<file path="config.mk">
export PLATFORM = sky130hd
export DESIGN_NAME = egr_top
export DESIGN_NICKNAME = d
export VERILOG_FILES = /design/src/common/egr_pkg.sv /design/src/common/egr_seg_if.sv /design/src/hw/egr_credit_ctl.sv /design/src/hw/egr_ecc_gen.sv /design/src/hw/egr_seg_fifo.sv /design/src/hw/egr_top.sv
export VERILOG_INCLUDE_DIRS = /design/src /design/src/common
export SDC_FILE = /design/constraint.sdc
export NUM_CORES = 1
export LEC_CHECK = 0
export ABC_AREA = 1
export BUFFER_PORTS_ARGS = -buffer_cell sky130_fd_sc_hd__buf_2
export CORE_ASPECT_RATIO = 0.5
export CORE_UTILIZATION = 23
export CTS_CLUSTER_SIZE = 25
export DETAILED_ROUTE_END_ITERATION = 8
export PLACE_DENSITY = 0.49
export SKIP_CTS_REPAIR_TIMING = 1
export SYNTH_ARGS = -nofsm -noshare
export SYNTH_HDL_FRONTEND = slang
export SYNTH_SLANG_ARGS = --single-unit
</file>
<file path="constraint.sdc">
create_clock -name primary_clock -period 6.63 [get_ports primary_clock]
set_input_delay 0.663 -clock primary_clock [delete_from_list [all_inputs] [get_ports primary_clock]]
set_output_delay 0.663 -clock primary_clock [all_outputs]
set_load 0.03 [all_outputs]
</file>
<file path="src/common/egr_consts.svh">
//==========================================================================
// Egress port controller constants
// Port and traffic class counts, FIFO depth, link credits and the
// widths of the segment fields and the SECDED check code
//==========================================================================

`ifndef EGR_CONSTS_SVH
`define EGR_CONSTS_SVH

// Egress ports and traffic classes
`define EGR_NUM_PORTS    4
`define EGR_NUM_TC       8

// Segment FIFO entries
`define EGR_FIFO_DEPTH   4

// Link credits per port after reset, counter saturates at 15
`define EGR_INIT_CREDITS 3
`define EGR_CREDIT_W     4

// Segment payload and check code
`define EGR_DATA_W       64
`define EGR_META_W       16
`define EGR_ECC_W        8

`endif

</file>
<file path="src/common/egr_pkg.sv">
//==========================================================================
// Egress port controller types
// Port, traffic class and credit types and the packed segment that
// travels from the input FIFO through credit control to the ECC stage
//==========================================================================

`include "egr_consts.svh"

package egr_pkg;

  //========================================================================
  // Index and counter types
  //========================================================================

  // Destination port number
  typedef logic [$clog2(`EGR_NUM_PORTS)-1:0] port_idx_t;

  // Traffic class, also the PFC pause bit index
  typedef logic [$clog2(`EGR_NUM_TC)-1:0] tc_idx_t;

  // Per-port link credit count
  typedef logic [`EGR_CREDIT_W-1:0] credit_t;

  //========================================================================
  // Segment
  //========================================================================

  // 85 bits, port in the top bits and data in the bottom bits
  typedef struct packed {
    port_idx_t               port;
    tc_idx_t                 tc;
    logic [`EGR_META_W-1:0]  meta;
    logic [`EGR_DATA_W-1:0]  data;
  } egr_seg_t;

endpackage

</file>
<file path="src/common/egr_seg_if.sv">
//==========================================================================
// Segment handshake interface
// Valid/ready link carrying one egr_seg_t, transfer on a rising edge
// with valid and ready both high, source holds its values until then
//==========================================================================

`timescale 1ns/1ns

interface egr_seg_if;
  import egr_pkg::*;

  // Handshake
  logic     valid;
  logic     ready;

  // Payload, stable while valid waits for ready
  egr_seg_t seg;

  // Segment producer
  modport src (
    output valid,
    output seg,
    input  ready
  );

  // Segment consumer
  modport dst (
    input  valid,
    input  seg,
    output ready
  );

endinterface

</file>
<file path="src/hw/egr_credit_ctl.sv">
//==========================================================================
// Egress credit control
// One link credit counter per port plus PFC pause gating, lets the FIFO
// head through only when its port has credit and its TC is not paused
//==========================================================================

`timescale 1ns/1ns

`include "egr_consts.svh"

module egr_credit_ctl (
  input  logic                   primary_clock,
  input  logic                   rst_n,
  egr_seg_if.dst                 head,
  egr_seg_if.src                 sched,
  input  logic                   credit_valid,
  input  egr_pkg::port_idx_t     credit_port,
  input  egr_pkg::credit_t       credit_count,
  input  logic [`EGR_NUM_TC-1:0] pfc_xoff
);
  import egr_pkg::*;

  localparam int NPORT = `EGR_NUM_PORTS;
  localparam int CW    = `EGR_CREDIT_W;

  // Credits held per port
  credit_t   credits [NPORT];

  port_idx_t sel_port;
  tc_idx_t   sel_tc;
  credit_t   cur_credit;
  logic      may_send;
  logic      xfer;
  logic      ret_hit;

  // Return plus optional send, saturating at the counter maximum
  function automatic credit_t credit_next(
    input credit_t cur,
    input logic    add_en,
    input credit_t add,
    input logic    take
  );
    logic [CW+1:0] sum;
    sum = {2'b00, cur} + (add_en ? {2'b00, add} : '0) - {{(CW + 1){1'b0}}, take};
    // Sends only happen with credit, so sum never goes negative
    return (sum > {2'b00, {CW{1'b1}}}) ? {CW{1'b1}} : sum[CW-1:0];
  endfunction

  //========================================================================
  // Dequeue decision
  //========================================================================

  assign sel_port    = head.seg.port;
  assign sel_tc      = head.seg.tc;
  assign cur_credit  = credits[sel_port];

  // Needs one credit and an open TC
  assign may_send    = (cur_credit != '0) && !pfc_xoff[sel_tc];

  // Straight pass-through, no register in this path
  assign sched.valid = head.valid && may_send;
  assign sched.seg   = head.seg;
  assign head.ready  = sched.ready && may_send;

  assign xfer        = sched.valid && sched.ready;
  // Return aimed at the port being sent to
  assign ret_hit     = credit_valid && (credit_port == sel_port);

  //========================================================================
  // Credit counters
  //========================================================================

  // Return and send on one port in one cycle net out
  always_ff @(posedge primary_clock) begin
    for (int p = 0; p < NPORT; p++) begin
      if (!rst_n) begin
        credits[p] <= credit_t'(`EGR_INIT_CREDITS);
      end else begin
        credits[p] <= credit_next(credits[p],
                                  credit_valid && (credit_port == port_idx_t'(p)),
                                  credit_count,
                                  xfer && (sel_port == port_idx_t'(p)));
      end
    end
  end

  // A send without a return lowers the count and never wraps it
  a_credit_consumed: assert property (@(posedge primary_clock) disable iff (!rst_n)
    (xfer && !ret_hit) |=> (credits[$past(sel_port)] < $past(cur_credit)));

endmodule

</file>
<file path="src/hw/egr_ecc_gen.sv">
//==========================================================================
// Egress SECDED encoder and CDI transmit stage
// Extended Hamming (72,64) check code over the segment data, registered
// with the segment onto the transmit signals for one cycle per beat
//==========================================================================

`timescale 1ns/1ns

`include "egr_consts.svh"

module egr_ecc_gen (
  input  logic                   primary_clock,
  input  logic                   rst_n,
  egr_seg_if.dst                 sched,
  output logic                   tx_valid,
  output egr_pkg::port_idx_t     tx_port,
  output egr_pkg::tc_idx_t       tx_tc,
  output logic [`EGR_META_W-1:0] tx_meta,
  output logic [`EGR_DATA_W-1:0] tx_data,
  output logic [`EGR_ECC_W-1:0]  tx_ecc
);

  // Hamming positions 1 to 71 plus the overall parity
  localparam int CODE_N = `EGR_DATA_W + `EGR_ECC_W;

  logic                  xfer;
  logic [`EGR_ECC_W-1:0] code;

  //========================================================================
  // Check code
  //========================================================================

  // Data fills non power of two positions in ascending order
  function automatic logic [`EGR_ECC_W-1:0] secded(input logic [`EGR_DATA_W-1:0] d);
    logic [`EGR_ECC_W-2:0] chk;
    logic [`EGR_ECC_W-2:0] pos;
    int                    di;
    chk = '0;
    di  = 0;
    for (int p = 1; p < CODE_N; p++) begin
      pos = p[`EGR_ECC_W-2:0];
      // Powers of two are check bit slots
      if ((p & (p - 1)) != 0) begin
        for (int k = 0; k < `EGR_ECC_W - 1; k++) begin
          if (pos[k]) begin
            chk[k] = chk[k] ^ d[di];
          end
        end
        di = di + 1;
      end
    end
    // Top bit covers all data and all seven check bits
    return {(^d) ^ (^chk), chk};
  endfunction

  assign code = secded(sched.seg.data);

  //========================================================================
  // Transmit register
  //========================================================================

  // Link has no back-pressure
  assign sched.ready = 1'b1;
  assign xfer        = sched.valid && sched.ready;

  // One beat per transfer
  always_ff @(posedge primary_clock) begin
    if (!rst_n) begin
      tx_valid <= 1'b0;
    end else begin
      tx_valid <= xfer;
    end
  end

  // Payload only loads on a transfer
  always_ff @(posedge primary_clock) begin
    if (xfer) begin
      tx_port <= sched.seg.port;
      tx_tc   <= sched.seg.tc;
      tx_meta <= sched.seg.meta;
      tx_data <= sched.seg.data;
      tx_ecc  <= code;
    end
  end

  // Every transmitted codeword has even overall parity
  a_beat_per_xfer: assert property (@(posedge primary_clock) disable iff (!rst_n)
    tx_valid |-> ((^{tx_data, tx_ecc}) == 1'b0));

endmodule

</file>
<file path="src/hw/egr_seg_fifo.sv">
//==========================================================================
// Egress segment FIFO
// In-order circular buffer, one write and one read per cycle, oldest
// segment presented at the head the cycle after it is written
//==========================================================================

`timescale 1ns/1ns

`include "egr_consts.svh"

module egr_seg_fifo (
  input  logic             primary_clock,
  input  logic             rst_n,
  input  logic             in_valid,
  output logic             in_ready,
  input  egr_pkg::egr_seg_t in_seg,
  egr_seg_if.src           head
);
  import egr_pkg::*;

  localparam int DEPTH = `EGR_FIFO_DEPTH;
  localparam int PTR_W = $clog2(DEPTH);
  localparam logic [PTR_W:0] FULL_CNT = (PTR_W + 1)'(DEPTH);
  localparam logic [PTR_W-1:0] LAST_PTR = PTR_W'(DEPTH - 1);

  // Segment storage
  egr_seg_t mem [DEPTH];

  logic [PTR_W-1:0] wr_ptr;
  logic [PTR_W-1:0] rd_ptr;
  // Occupancy, 0 to DEPTH
  logic [PTR_W:0]   count;
  logic             wr_en;
  logic             rd_en;

  // Back-pressure only when every entry is taken
  assign in_ready   = (count != FULL_CNT);
  assign wr_en      = in_valid && in_ready;
  assign rd_en      = head.valid && head.ready;

  // Head is the oldest entry
  assign head.valid = (count != '0);
  assign head.seg   = mem[rd_ptr];

  // Storage write
  always_ff @(posedge primary_clock) begin
    if (wr_en) begin
      mem[wr_ptr] <= in_seg;
    end
  end

  // Pointers and occupancy
  always_ff @(posedge primary_clock) begin
    if (!rst_n) begin
      wr_ptr <= '0;
      rd_ptr <= '0;
      count  <= '0;
    end else begin
      if (wr_en) begin
        wr_ptr <= (wr_ptr == LAST_PTR) ? '0 : wr_ptr + 1'b1;
      end
      if (rd_en) begin
        rd_ptr <= (rd_ptr == LAST_PTR) ? '0 : rd_ptr + 1'b1;
      end
      case ({wr_en, rd_en})
        2'b10:   count <= count + 1'b1;
        2'b01:   count <= count - 1'b1;
        default: count <= count;
      endcase
    end
  end

  // Occupancy never grows past full
  a_no_overflow: assert property (@(posedge primary_clock) disable iff (!rst_n)
    count <= FULL_CNT);

  // Nothing is read out of an empty buffer
  a_no_underflow: assert property (@(posedge primary_clock) disable iff (!rst_n)
    (count == '0) |=> (rd_ptr == $past(rd_ptr)));

endmodule

</file>
<file path="src/hw/egr_top.sv">
//==========================================================================
// Egress port controller top level
// Segment FIFO, credit and PFC control and SECDED transmit stage, with
// link-partner credit returns and pause mask as plain inputs
//==========================================================================

`timescale 1ns/1ns

`include "egr_consts.svh"

module egr_top (
  input  logic                   primary_clock,
  input  logic                   rst_n,
  // Segment input
  input  logic                   in_valid,
  output logic                   in_ready,
  input  egr_pkg::port_idx_t     in_port,
  input  egr_pkg::tc_idx_t       in_tc,
  input  logic [`EGR_META_W-1:0] in_meta,
  input  logic [`EGR_DATA_W-1:0] in_data,
  // Link partner credit return and pause
  input  logic                   credit_valid,
  input  egr_pkg::port_idx_t     credit_port,
  input  egr_pkg::credit_t       credit_count,
  input  logic [`EGR_NUM_TC-1:0] pfc_xoff,
  // CDI transmit
  output logic                   tx_valid,
  output egr_pkg::port_idx_t     tx_port,
  output egr_pkg::tc_idx_t       tx_tc,
  output logic [`EGR_META_W-1:0] tx_meta,
  output logic [`EGR_DATA_W-1:0] tx_data,
  output logic [`EGR_ECC_W-1:0]  tx_ecc
);
  import egr_pkg::*;

  // Input fields packed into one segment
  egr_seg_t in_seg;

  assign in_seg = '{port: in_port, tc: in_tc, meta: in_meta, data: in_data};

  // FIFO head to credit control, credit control to ECC stage
  egr_seg_if fifo_q ();
  egr_seg_if sched_q ();

  egr_seg_fifo u_fifo (
    .primary_clock (primary_clock),
    .rst_n         (rst_n),
    .in_valid      (in_valid),
    .in_ready      (in_ready),
    .in_seg        (in_seg),
    .head          (fifo_q)
  );

  egr_credit_ctl u_credit (
    .primary_clock (primary_clock),
    .rst_n         (rst_n),
    .head          (fifo_q),
    .sched         (sched_q),
    .credit_valid  (credit_valid),
    .credit_port   (credit_port),
    .credit_count  (credit_count),
    .pfc_xoff      (pfc_xoff)
  );

  egr_ecc_gen u_ecc (
    .primary_clock (primary_clock),
    .rst_n         (rst_n),
    .sched         (sched_q),
    .tx_valid      (tx_valid),
    .tx_port       (tx_port),
    .tx_tc         (tx_tc),
    .tx_meta       (tx_meta),
    .tx_data       (tx_data),
    .tx_ecc        (tx_ecc)
  );

endmodule

</file>
## Yosys cells after proc, flatten, opt, wreduce, memory -nomap -nowiden

Memory sizes are Yosys's and may differ from the RTL's. A register that Yosys moved wholly into a read port is not among the register bits.
Cells that the tools add are included.

| word-level totals | value |
|---|---|
| logic and storage cells | 284 |
| bits in writable memories | 356 |
| memories | 2 |
| register bits | 101 |

| cells by class | value |
|---|---|
| add/sub/neg operators | 12 |
| mux-type cells | 23 |
| reductions and logical operators | 19 |
| order comparisons | 5 |
| bitwise operators | 203 |
| equal/unequal tests | 11 |

Memory list:

| name | depth | bits a word | rd ports | clocked after memory_dff | write ports | line | source |
|---|---|---|---|---|---|---|---|
| u_fifo.mem | 4 | 85 | 1 | 1 | 1 | egr_seg_fifo.sv:27 | `egr_seg_t mem [DEPTH];` |
| u_credit.credits | 4 | 4 | 5 | 0 | 4 | egr_credit_ctl.sv:27 | `credit_t credits [NPORT];` |

Operator list:

| cell | number |
|---|---|
| $xor 1x1->1 | 199 |
| $reduce_xor 64->1 | 1 |
| $mux 4 | 12 |
| $add 4x6->6 | 4 |
| $gt 6x4->1 const B | 4 |
| $sub 6x1->6 | 4 |
| $eq 2x2->1 const B | 7 |
| $logic_and 1x1->1 | 11 |
| $mux 2 | 4 |
| $reduce_xor 7->1 | 1 |
| $eq 2x1->1 const B | 3 |
| $pmux 3 s2 | 1 |
| $mux 1 | 5 |
| $add 2x1->2 const B | 2 |
| $logic_not 2->1 | 2 |
| $lt 3x4->1 const B | 1 |
| $or 1x1->1 | 4 |
| $reduce_bool 4->1 | 1 |
| $add 3x1->3 const B | 1 |
| $bmux 1 s3 | 1 |
| $ne 3x3->1 const B | 1 |
| $reduce_bool 3->1 | 1 |
| $sub 3x1->3 const B | 1 |
| $reduce_bool 2->1 | 1 |
| $logic_not 1->1 | 1 |

## Logic depth before layout (Yosys ltp)

Gate-level depths: netlist of run 1.

| depth | value |
|---|---|
| depth in word-level cells | 36 |
| gate-level depth with buffers | 31 |

## Modules after synthesis

Synthesis of run 1 repeated with hierarchy kept, for this count alone.

| unflattened totals | value |
|---|---|
| cells, all modules | 2111 |
| area, all modules | 21692.1 um2 |

Modules (own cells, without submodules):

| module | area an instance (um2) | instances | cells an instance |
|---|---|---|---|
| egr_seg_fifo | 13053.8 | 1 | 891 |
| egr_ecc_gen | 6182.2 | 1 | 858 |
| egr_credit_ctl | 2456.1 | 1 | 362 |

## Least setup slack after synthesis of run 1

OpenSTA, ideal clock, no wires.

| timing | value |
|---|---|
| kind | register to register |
| start point | reg (tool-made name) |
| end point | mem u_credit.credits[1][2] (netlist bit) |
| path slack | 0.041 ns |
| required time | 6.515 ns |
| period minus slack after synthesis | 6.589 ns |
| arrival time | 6.473 ns |
| cell stages (with the launch flop) | 31 |
| buffers on the path | 5 |
| cells stage by stage | dfxtp_1 -> buf_6 -> inv_4 -> buf_12 -> buf_6 -> buf_6 -> buf_2 -> nand2_1 -> nand3_1 -> nand2_1 -> inv_1 -> nor2_1 -> inv_1 -> a31oi_1 -> nor3_1 -> o21ai_0 -> o31ai_1 -> nor2_2 -> inv_1 -> nor2_1 -> ha_1 -> inv_1 -> ha_1 -> inv_1 -> fa_1 -> o21ai_0 -> o211ai_1 -> o21ai_0 -> inv_1 -> o21ai_0 -> inv_1 |

RTL lines:

| item | line |
|---|---|
| to (decl) | egr_credit_ctl.sv:27 |

==> impl_metrics.tcl, run 1 <==
set metrics [dict create \
    syn_area_per_cell_um2 9.75 \
    slew_headroom 0.337 \
    vdd_drop_max_mv 0.327 \
    synthCells 2191 \
    grt_max_degree 85 \
    clock-sinks 459 \
    synth_nets 2335 \
    synth.distinct_cells 41 \
    wl_per_cell_um 16.4 \
    h-tree-depth 2 \
    final.min_clock_period_ns 4.53 \
    fmax_ghz 0.221 \
    hp-class "input port to register" \
    outcome "finished clean" \
    die_y_um 218 \
    grt_antenna_before_repair 12 \
    setup_viol 0 \
    critPathMaxStageDelay_ns 0.60 \
    rsz0062_at_grt "no" \
    area_growth_pct 17.8 \
    seqPwrFrac 0.313 \
    grt_pass1_vias 14400 \
    path_class "register to register" \
    intPower_w 0.00738 \
    dieArea_mm2 0.0942 \
    path_max_fanout 57 \
    core-area_mm2 0.0913 \
    finalSetupTns_ns 0 \
    clk_pin_slew_ns 0.06 \
    r2r-end "u_credit.credits[1][2]" \
    p_sw_w 0.00613 \
    final_nets 2535 \
    critical_path_arrival_ns 5.01 \
    seq_area_frac_synth 0.633 \
    io_pins 198 \
    hpwlAfterDp_um 41300 \
    routabilityCongestion 0.854 \
    grt_usage 0.125 \
    path_buf_inv 7 \
    comb_power_share 0.492 \
    p_total_w 0.0135 \
    viasPerCell 4.15 \
    dp.cells 3581 \
    firstDrtPassIters 7 \
    maxCapViolations 0 \
    cts_buffers 48 \
    ant_nets 0 \
    stdcell_count 3671 \
    clock_latency_ns 0.59 \
    p_leak_nw 10.7 \
    cts_tree "done" \
    switching_share 0.454 \
    path_cells "buf_4 -> nand2_1 -> a32oi_1 -> inv_1 -> nand2_1 -> a21oi_1 -> a311oi_1 -> a31o_2 -> nor2_4 -> inv_1 -> nor2_1 -> ha_1 -> inv_1 -> ha_1 -> inv_1 -> fa_1 -> o21ai_0 -> o211ai_1 -> o21ai_0 -> inv_1 -> o21ai_0 -> inv_1" \
    initial_core_util 0.234 \
    layout-drive-gt1-share 0.138 \
    dr_total_vias 15200 \
    numPortBuffers 197 \
    min_period_over_period 0.684 \
    whs_endpoint "u_fifo.mem[2][18]" \
    synth_edf_count 433 \
    crit_slowest_cell "dfxtp_4" \
    r2r_cells 22 \
    drcViolationCount 0 \
    cp-end-kind "register" \
    required_ns 7.10 \
    clkPwrFrac 0.195 \
    syn_area_mm2 0.0214 \
    ctsRootBufferMaster "clkbuf_16" \
    min_from "in_data[18]" \
    wl_um 60100 \
    power.density_mw_per_mm2 537 \
    synthArstFlopShare 0 \
    synth_top_flop_cell "edfxtp_1" \
    drt_iter0_markers 855 \
    clockBufferDepth 3 \
    r2r_slack_ns 2.10 \
    worst_pin_slew_ns 0.994 \
    hold_depth 1 \
    skew_ns 0.0252 \
    grt_overflow 0 \
    crit_path_frequent_cell "inv_1" \
    synth_warnings 0 \
    die_x_um 433 \
    hold_viol 0 \
    grt_pass1_wl_um 88300 \
    ys_ff_latch 459 \
    num_rows 78 \
    drv_slew 0 \
    crit_family "compound AO/OA/AOI/OAI gates" \
    cp-start-kind "register" \
]
## through the flow
| step | setup WS (ns) | hold slack, ns | area (µm²) | utilization |
|---|---|---|---|---|
| CTS | 2.11 | 0.257 | 25200 | 0.276 |
| detailed placement | 2.14 | 0.489 | 23700 | 0.259 |
| floorplan | 0.0412 | 0.452 | 21400 | - |
| global route | 1.64 | 0.263 | 25200 | 0.276 |
| global placement | 2.21 | 0.481 | 23700 | 0.259 |
| finish | 2.10 | 0.289 | 25200 | 0.276 |
## cell type report
type | count | area (µm²)
Fill cell | 9653 | 66200
Timing Repair Buffer | 213 | 1120
Antenna cell | 2 | 5.00
Sequential cell | 459 | 13500
Tap cell | 1240 | 1550
Multi-Input combinational cell | 1465 | 6690
Inverter | 204 | 771
Clock buffer | 59 | 1260
Clock inverter | 29 | 241
## metal layers
layer	vias up	GRT usage	wire (µm)
met4	2	0.0377	1510
met1	7258	0.153	25500
met3	94	0.0173	2120
li1	7639	-	-
met5	-	0	13
met2	255	0.227	31000
## flip-flops by register name (all words and copies together), names as in the netlist, named ones only
name,flops
u_credit.credits,16
u_fifo.rd_ptr,2
u_fifo.wr_ptr,2
u_ecc.tx_meta,16
u_ecc.tx_data,64
u_ecc.tx_ecc,8
u_fifo.mem,340
u_ecc.tx_valid,1
u_ecc.tx_port,2
u_fifo.count,3
u_ecc.tx_tc,3
## how the worst max path moves through the flow
stage	from	endpoint	slack (ns)	cells after the start
2_1_floorplan	register	u_credit.credits[1][2]	0.04	30
3_3_place_gp	register	u_credit.credits[1][2]	2.21	22
3_5_place_dp	register	u_credit.credits[1][2]	2.14	22
4_1_cts	register	u_credit.credits[1][2]	2.11	22
5_1_grt	register	u_credit.credits[2][2]	1.64	24
6_report	register	u_credit.credits[1][2]	2.10	22
## logic make-up (layout without fill, tap and decap cells)
family | count (synthesis) | after routing | share of synthesized area
AND/OR/NAND/NOR | 1279 | 1279 | 0.241
flip-flops | 459 | 459 | 0.633
buffers and inverters | 267 | 505 | 0.0557
AO/OA/AOI/OAI | 109 | 109 | 0.0291
adder cells (fa/ha/maj) | 41 | 41 | 0.0258
XOR/XNOR | 36 | 36 | 0.0158
other | 0 | 2 | 0
## cells in the mapped netlist, types with 2 or more instances
cell	number	share of area
buf_4	9	0.0032
o21ai_0	52	0.012
dfxtp_1	26	0.024
fa_1	5	0.0047
o22ai_1	20	0.0059
buf_2	25	0.0059
xnor2_1	23	0.0094
xnor2_2	3	0.0023
nor4_1	3	0.00088
clkbuf_1	12	0.0021
inv_2	24	0.0042
nor3_1	7	0.0016
a21oi_1	21	0.0049
edfxtp_1	433	0.61
nand3b_1	3	0.0011
o211ai_1	3	0.0011
a32oi_1	2	0.00082
buf_6	14	0.0074
buf_1	2	0.00035
a31oi_1	3	0.00088
nand2_2	20	0.0059
nand3_1	208	0.049
xor2_1	10	0.0041
nand2_1	969	0.17
inv_1	179	0.031
nor2_1	65	0.011
ha_1	36	0.021
## placed cells by master (no fill, tap or decap), drive strengths merged, types with 5 or more instances in the layout
master,count
dfxtp,26
o22ai,20
inv,207
xor2,10
fa,5
nor2,66
ha,36
edfxtp,433
nor3,7
nand2,989
a21oi,21
nand3,208
xnor2,26
clkinv,21
clkbuf,59
buf,213
o21ai,53
## power groups by stage
stage | clock network (W) | registers [W] | logic [W]
2_1_floorplan | 0 | 0.00487 | 0.00424
5_1_grt | 0.00281 | 0.00427 | 0.00747
3_3_place_gp | 0 | 0.00430 | 0.00662
6_report | 0.00263 | 0.00422 | 0.00665
3_5_place_dp | 0 | 0.00431 | 0.00670
4_1_cts | 0.00270 | 0.00425 | 0.00672
## worst reg2reg max path: stages, from the launching register on
cell,delay (ns)
dfxtp_4,0.60
buf_4,0.62
nand2_1,0.13
a32oi_1,0.39
inv_1,0.10
nand2_1,0.08
a21oi_1,0.04
a311oi_1,0.21
a31o_2,0.17
nor2_4,0.04
inv_1,0.17
nor2_1,0.07
ha_1,0.27
inv_1,0.06
ha_1,0.17
inv_1,0.07
fa_1,0.46
o21ai_0,0.24
o211ai_1,0.12
o21ai_0,0.12
inv_1,0.09
o21ai_0,0.16
inv_1,0.05
(Power assumes the default switching activity.)
==> run 2: changes to the inputs <==
--- a/config.mk
+++ b/config.mk
@@ -12,7 +12,7 @@
 export CORE_UTILIZATION = 23
 export CTS_CLUSTER_SIZE = 25
 export DETAILED_ROUTE_END_ITERATION = 8
-export PLACE_DENSITY = 0.49
+export PLACE_DENSITY = 0.48
 export SKIP_CTS_REPAIR_TIMING = 1
 export SYNTH_ARGS = -nofsm -noshare
 export SYNTH_HDL_FRONTEND = slang
==> constraint.sdc (replaced) <==
create_clock -name primary_clock -period 4.6 [get_ports primary_clock]
set_input_delay 0.46 -clock primary_clock [delete_from_list [all_inputs] [get_ports primary_clock]]
set_output_delay 0.46 -clock primary_clock [all_outputs]
set_load 0.03 [all_outputs]
==> run 2 against run 1 <==
Maximum frequency up 15%. Highest routed layer unchanged. Hold slack worse by 0.20 ns. Total power up 43%. Global-route usage up 0.10 points. Sequential power up 44%. Combinational power up 45%. Clock-buffer cell count down 4. Flip-flop and latch count unchanged.
==> impl_metrics.tcl, run 2 (synthesized netlist as in run 1, its figures left out) <==
set metrics [dict create \
    final_common_cell "nand2_1" \
    viasPerCell 4.16 \
    path_max_fanout 30 \
    largestRegisters "u_fifo.mem x340, u_ecc.tx_data x64" \
    cts_tree "done" \
    clockBufferDepth 3 \
    vdd_drop_max_mv 0.461 \
    setup_viol 0 \
    core-area_mm2 0.0913 \
    p_total_w 0.0193 \
    path_class "register to register" \
    area_growth_pct 18.1 \
    final_nets 2541 \
    holdWs_ns 0.0864 \
    clkPwrFrac 0.188 \
    worst_pin_slew_ns 1.04 \
    fmax_ghz 0.254 \
    final_cell_mix "nand2_1, edfxtp_1, nand3_1" \
    grt_antenna_before_repair 11 \
    finalSetupTns_ns 0 \
    seqPwrFrac 0.315 \
    drt_iter0_markers 814 \
    switching_share 0.457 \
    multi_input_area_mm2 0.00673 \
    postPlaceCellArea_mm2 0.0238 \
    drv_slew 0 \
    cp-start-kind "register" \
    power.density_mw_per_mm2 766 \
    outcome "finished clean" \
    seq_area_mm2 0.0135 \
    required_ns 5.06 \
    die_x_um 433 \
    h-tree-depth 2 \
    cts_buffers 48 \
    drcViolationCount 0 \
    num_rows 78 \
    clock-sinks 459 \
    hp-class "input port to register" \
    final.min_clock_period_ns 3.94 \
    grt_overflow 0 \
    stdcell_count 3676 \
    slew_headroom 0.309 \
    routabilityCongestion 0.833 \
    layout-drive-gt1-share 0.146 \
    final_area_mm2 0.0252 \
    grt_usage 0.126 \
    clk_pin_slew_ns 0.06 \
    grt_pass1_wl_um 89800 \
    maxCapViolations 0 \
    intPower_w 0.0105 \
    dr_total_vias 15300 \
    fillerInstances 9612 \
    hold_viol 0 \
    min_period_over_period 0.857 \
    top_register "u_fifo.mem" \
    largest_reg_flops 340 \
    grt_max_degree 77 \
    dieArea_mm2 0.0942 \
    comb_power_share 0.497 \
    p_sw_w 0.00884 \
    firstDrtPassIters 7 \
    critical_path_arrival_ns 4.40 \
    skew_ns 0.0221 \
    ctsRootBufferMaster "clkbuf_16" \
    numPortBuffers 197 \
    wl_um 60100 \
    p_leak_nw 10.7 \
    die_y_um 218 \
    grt_pass1_vias 14600 \
    wl_per_cell_um 16.4 \
    dp.cells 3587 \
    clock_latency_ns 0.59 \
    io_pins 198 \
    cp-end-kind "register" \
    rsz0062_at_grt "no" \
    hpwlAfterDp_um 41800 \
    initial_core_util 0.234 \
    ant_nets 0 \
]
run 2: critical path: stages (launching register included):
cell	delay, ns
dfxtp_4	0.46
buf_4	0.33
nand2_1	0.09
a32oi_1	0.41
inv_1	0.11
nand2_1	0.07
a21oi_1	0.04
a311oi_1	0.22
a31o_2	0.18
nor2_4	0.04
inv_1	0.17
nor2_1	0.08
ha_1	0.29
inv_1	0.07
ha_1	0.19
inv_1	0.08
fa_2	0.38
o21ai_2	0.14
o211ai_1	0.09
o21ai_1	0.11
inv_1	0.08
nor2_1	0.13
nand2_1	0.06
run 2: worst paths after layout:
kind	start	endpoint	slack, ns	cells after the start
worst max register to register	register	u_credit.credits[0][1]	0.66	22
worst min register to register	u_fifo.count[2]	u_fifo.count[2]	0.51	2
worst max-delay path	register	u_credit.credits[0][1]	0.66	22
worst min-delay path	in_data[14]	u_fifo.mem[0][14]	0.09	1
run 2: stage by stage:
stage,util,worst slack (ns)
final,0.276,0.659
after global placement,0.261,0.721
after global routing,0.276,0.248
after detailed placement,0.261,0.701
after CTS,0.276,0.640
after floorplan,-,-0.555
run 2: cell type report:
type                            count  area share
Antenna cell                        2    0.000198
Tap cell                         1240      0.0615
Inverter                          204      0.0305
Clock buffer                       55      0.0495
Clock inverter                     32     0.00709
Sequential cell                   459       0.536
Multi-Input combinational cell   1465       0.267
Timing Repair Buffer              219      0.0486
run 2: power by group through the flow:
stage,Combinational [W],Sequential (W),Clock (W)
floorplan,0.00617,0.00697,0
global placement,0.00960,0.00621,0
detailed placement,0.00972,0.00621,0
CTS,0.00975,0.00613,0.00375
global route,0.0109,0.00617,0.00391
finish,0.00962,0.00609,0.00364
run 2: layer usage:
| layer | wire (µm) | track usage | part of all wire |
|---|---|---|---|
| met1 | 24900 | 0.150 | 0.41 |
| met2 | 31100 | 0.231 | 0.52 |
| met3 | 2420 | 0.0187 | 0.040 |
| met4 | 1660 | 0.0416 | 0.028 |
| met5 | 50 | 0 | 0.00083 |
==> run 3: changes to the inputs <==
--- a/config.mk
+++ b/config.mk
@@ -7,12 +7,12 @@
 export NUM_CORES = 1
 export LEC_CHECK = 0
 export ABC_AREA = 1
-export BUFFER_PORTS_ARGS = -buffer_cell sky130_fd_sc_hd__buf_2
 export CORE_ASPECT_RATIO = 0.5
-export CORE_UTILIZATION = 23
+export CORE_UTILIZATION = 45
 export CTS_CLUSTER_SIZE = 25
 export DETAILED_ROUTE_END_ITERATION = 8
-export PLACE_DENSITY = 0.48
+export DONT_BUFFER_PORTS = 1
+export PLACE_DENSITY = 0.6
 export SKIP_CTS_REPAIR_TIMING = 1
 export SYNTH_ARGS = -nofsm -noshare
 export SYNTH_HDL_FRONTEND = slang
==> run 3 against run 2 <==
Via count is 3.7% lower. Highest routed layer is now met4. First-iteration DRC count is 28% higher. Critical path type unchanged. Die area shrank 49%. Clock-buffer cell count decreased by 5. Clock skew is 0.0091 ns higher.
==> impl_metrics.tcl, run 3 (synthesized netlist as in run 1, its figures left out) <==
set metrics [dict create \
    hold_depth 2 \
    grt_antenna_before_repair 5 \
    dieArea_mm2 0.0484 \
    cts_buffers 42 \
    cts_tree "done" \
    initial_core_util 0.456 \
    wl_per_cell_um 17.5 \
    ant_nets 0 \
    final_cell_mix "nand2_1, edfxtp_1, nand3_1" \
    rsz0062_at_grt "no" \
    drv_slew 0 \
    firstDrtPassIters 7 \
    hold_viol 0 \
    worst_slack_ns 0.675 \
    outcome "finished clean" \
    top_register "u_fifo.mem" \
    clock_latency_ns 0.58 \
    grt_overflow 0 \
    num_rows 56 \
    drt_iter0_markers 1041 \
    worst_pin_slew_ns 1.04 \
    holdWs_ns 0.0224 \
    clockBufferDepth 3 \
    wl_um 51600 \
    maxCapViolations 0 \
    r2r_cells 20 \
    pre_cts_ws_ns 0.674 \
    p_total_w 0.0188 \
    whs_endpoint "u_credit.credits[0][2]" \
    final_util 0.518 \
    final.min_clock_period_ns 3.92 \
    p_leak_nw 10.2 \
    area_growth_pct 13.6 \
    cp-end-kind "register" \
    largest_reg_flops 340 \
    skew_ns 0.0312 \
    io_pins 198 \
    final_nets 2416 \
    critical_path_arrival_ns 4.37 \
    drcViolationCount 0 \
    min_period_over_period 0.853 \
    min_from "rst_n" \
    clk_pin_slew_ns 0.06 \
    die_y_um 156 \
    final_common_cell "nand2_1" \
    cp-start-kind "register" \
    r2r-end "u_credit.credits[0][0]" \
    grt_pass1_vias 13500 \
    power.density_mw_per_mm2 774 \
    dr_total_vias 14700 \
    largestRegisters "u_fifo.mem x340, u_ecc.tx_data x64" \
    required_ns 5.04 \
    viasPerCell 4.99 \
    h-tree-depth 2 \
    vdd_drop_max_mv 0.585 \
    die_x_um 310 \
    path_max_fanout 89 \
    routabilityCongestion 0.923 \
    grt_max_degree 140 \
    numPortBuffers 0 \
    r2r_slack_ns 0.68 \
    finalSetupTns_ns 0 \
    setup_viol 0 \
    grt_usage 0.214 \
    grt_pass1_wl_um 77700 \
    slew_headroom 0.306 \
    path_class "register to register" \
    fmax_ghz 0.255 \
    core-area_mm2 0.0469 \
    clock-sinks 459 \
    layout-drive-gt1-share 0.0637 \
    hpwlAfterDp_um 34300 \
    ctsRootBufferMaster "clkbuf_16" \
    hp-class "input port to register" \
]
run 3: changes by cell type in the layout (fill, tap and decap cells not counted), sizes merged:
cell,before,now
clkinvlp,2,1
buf,219,15
diode,2,5
dlygate4sd3,0,85
clkbuf,55,50
bufinv,1,4
clkinv,27,20
inv,206,207
run 3: critical path, stage by stage (launching register included):
cell      delay, ns
dfxtp_4        0.43
clkinv_2       0.24
buf_12         0.44
o21ai_0        0.17
o22ai_1        0.26
a311oi_1       0.09
a31o_2         0.26
nor2_4         0.10
inv_1          0.12
nor2_1         0.14
ha_1           0.24
inv_1          0.06
ha_1           0.17
inv_1          0.07
fa_2           0.37
o21ai_2        0.14
o211ai_1       0.09
o21ai_1        0.10
inv_1          0.07
nor2_1         0.13
nand2_1        0.06
run 3: report_power, final:
group	switching, W	total [W]	leakage, nW	internal [W]
clock network	0.00159	0.00355	0.676	0.00196
logic	0.00575	0.00822	5.37	0.00247
registers	0.00122	0.00702	4.20	0.00580
run 3: final cells by class:
type                            count  area, µm²
Antenna cell                        5       12.5
Clock buffer                       50       1100
Clock inverter                     28        278
Fill cell                        4143      22600
Inverter                          204        769
Multi-Input combinational cell   1465       6730
Sequential cell                   459      13500
Tap cell                          638        798
Timing Repair Buffer              100       1060
run 3: worst max-delay path by stage:
stage | startpoint | endpoint | slack, ns
global placement | register | u_credit.credits[0][1] | 0.78
CTS | register | u_credit.credits[0][0] | 0.69
global route | register | u_credit.credits[0][1] | 0.33
finish | register | u_credit.credits[0][0] | 0.68
floorplan | register | u_credit.credits[2][0] | -0.55
detailed placement | register | u_credit.credits[1][1] | 0.67
run 3: metal layers:
| metal | wire [µm] | track usage |
|---|---|---|
| met1 | 23400 | 0.288 |
| met2 | 24100 | 0.351 |
| met3 | 3290 | 0.0508 |
| met4 | 896 | 0.0464 |
| met5 | 0 | 0 |
run 3: metrics by stage:
stage | std cells | cell area [µm²]
2_1_floorplan | 2191 | 21400
3_3_place_gp | 2781 | 22000
3_5_place_dp | 2781 | 22000
4_1_cts | 2859 | 23400
5_1_grt | 2948 | 24300
6_report | 2949 | 24300
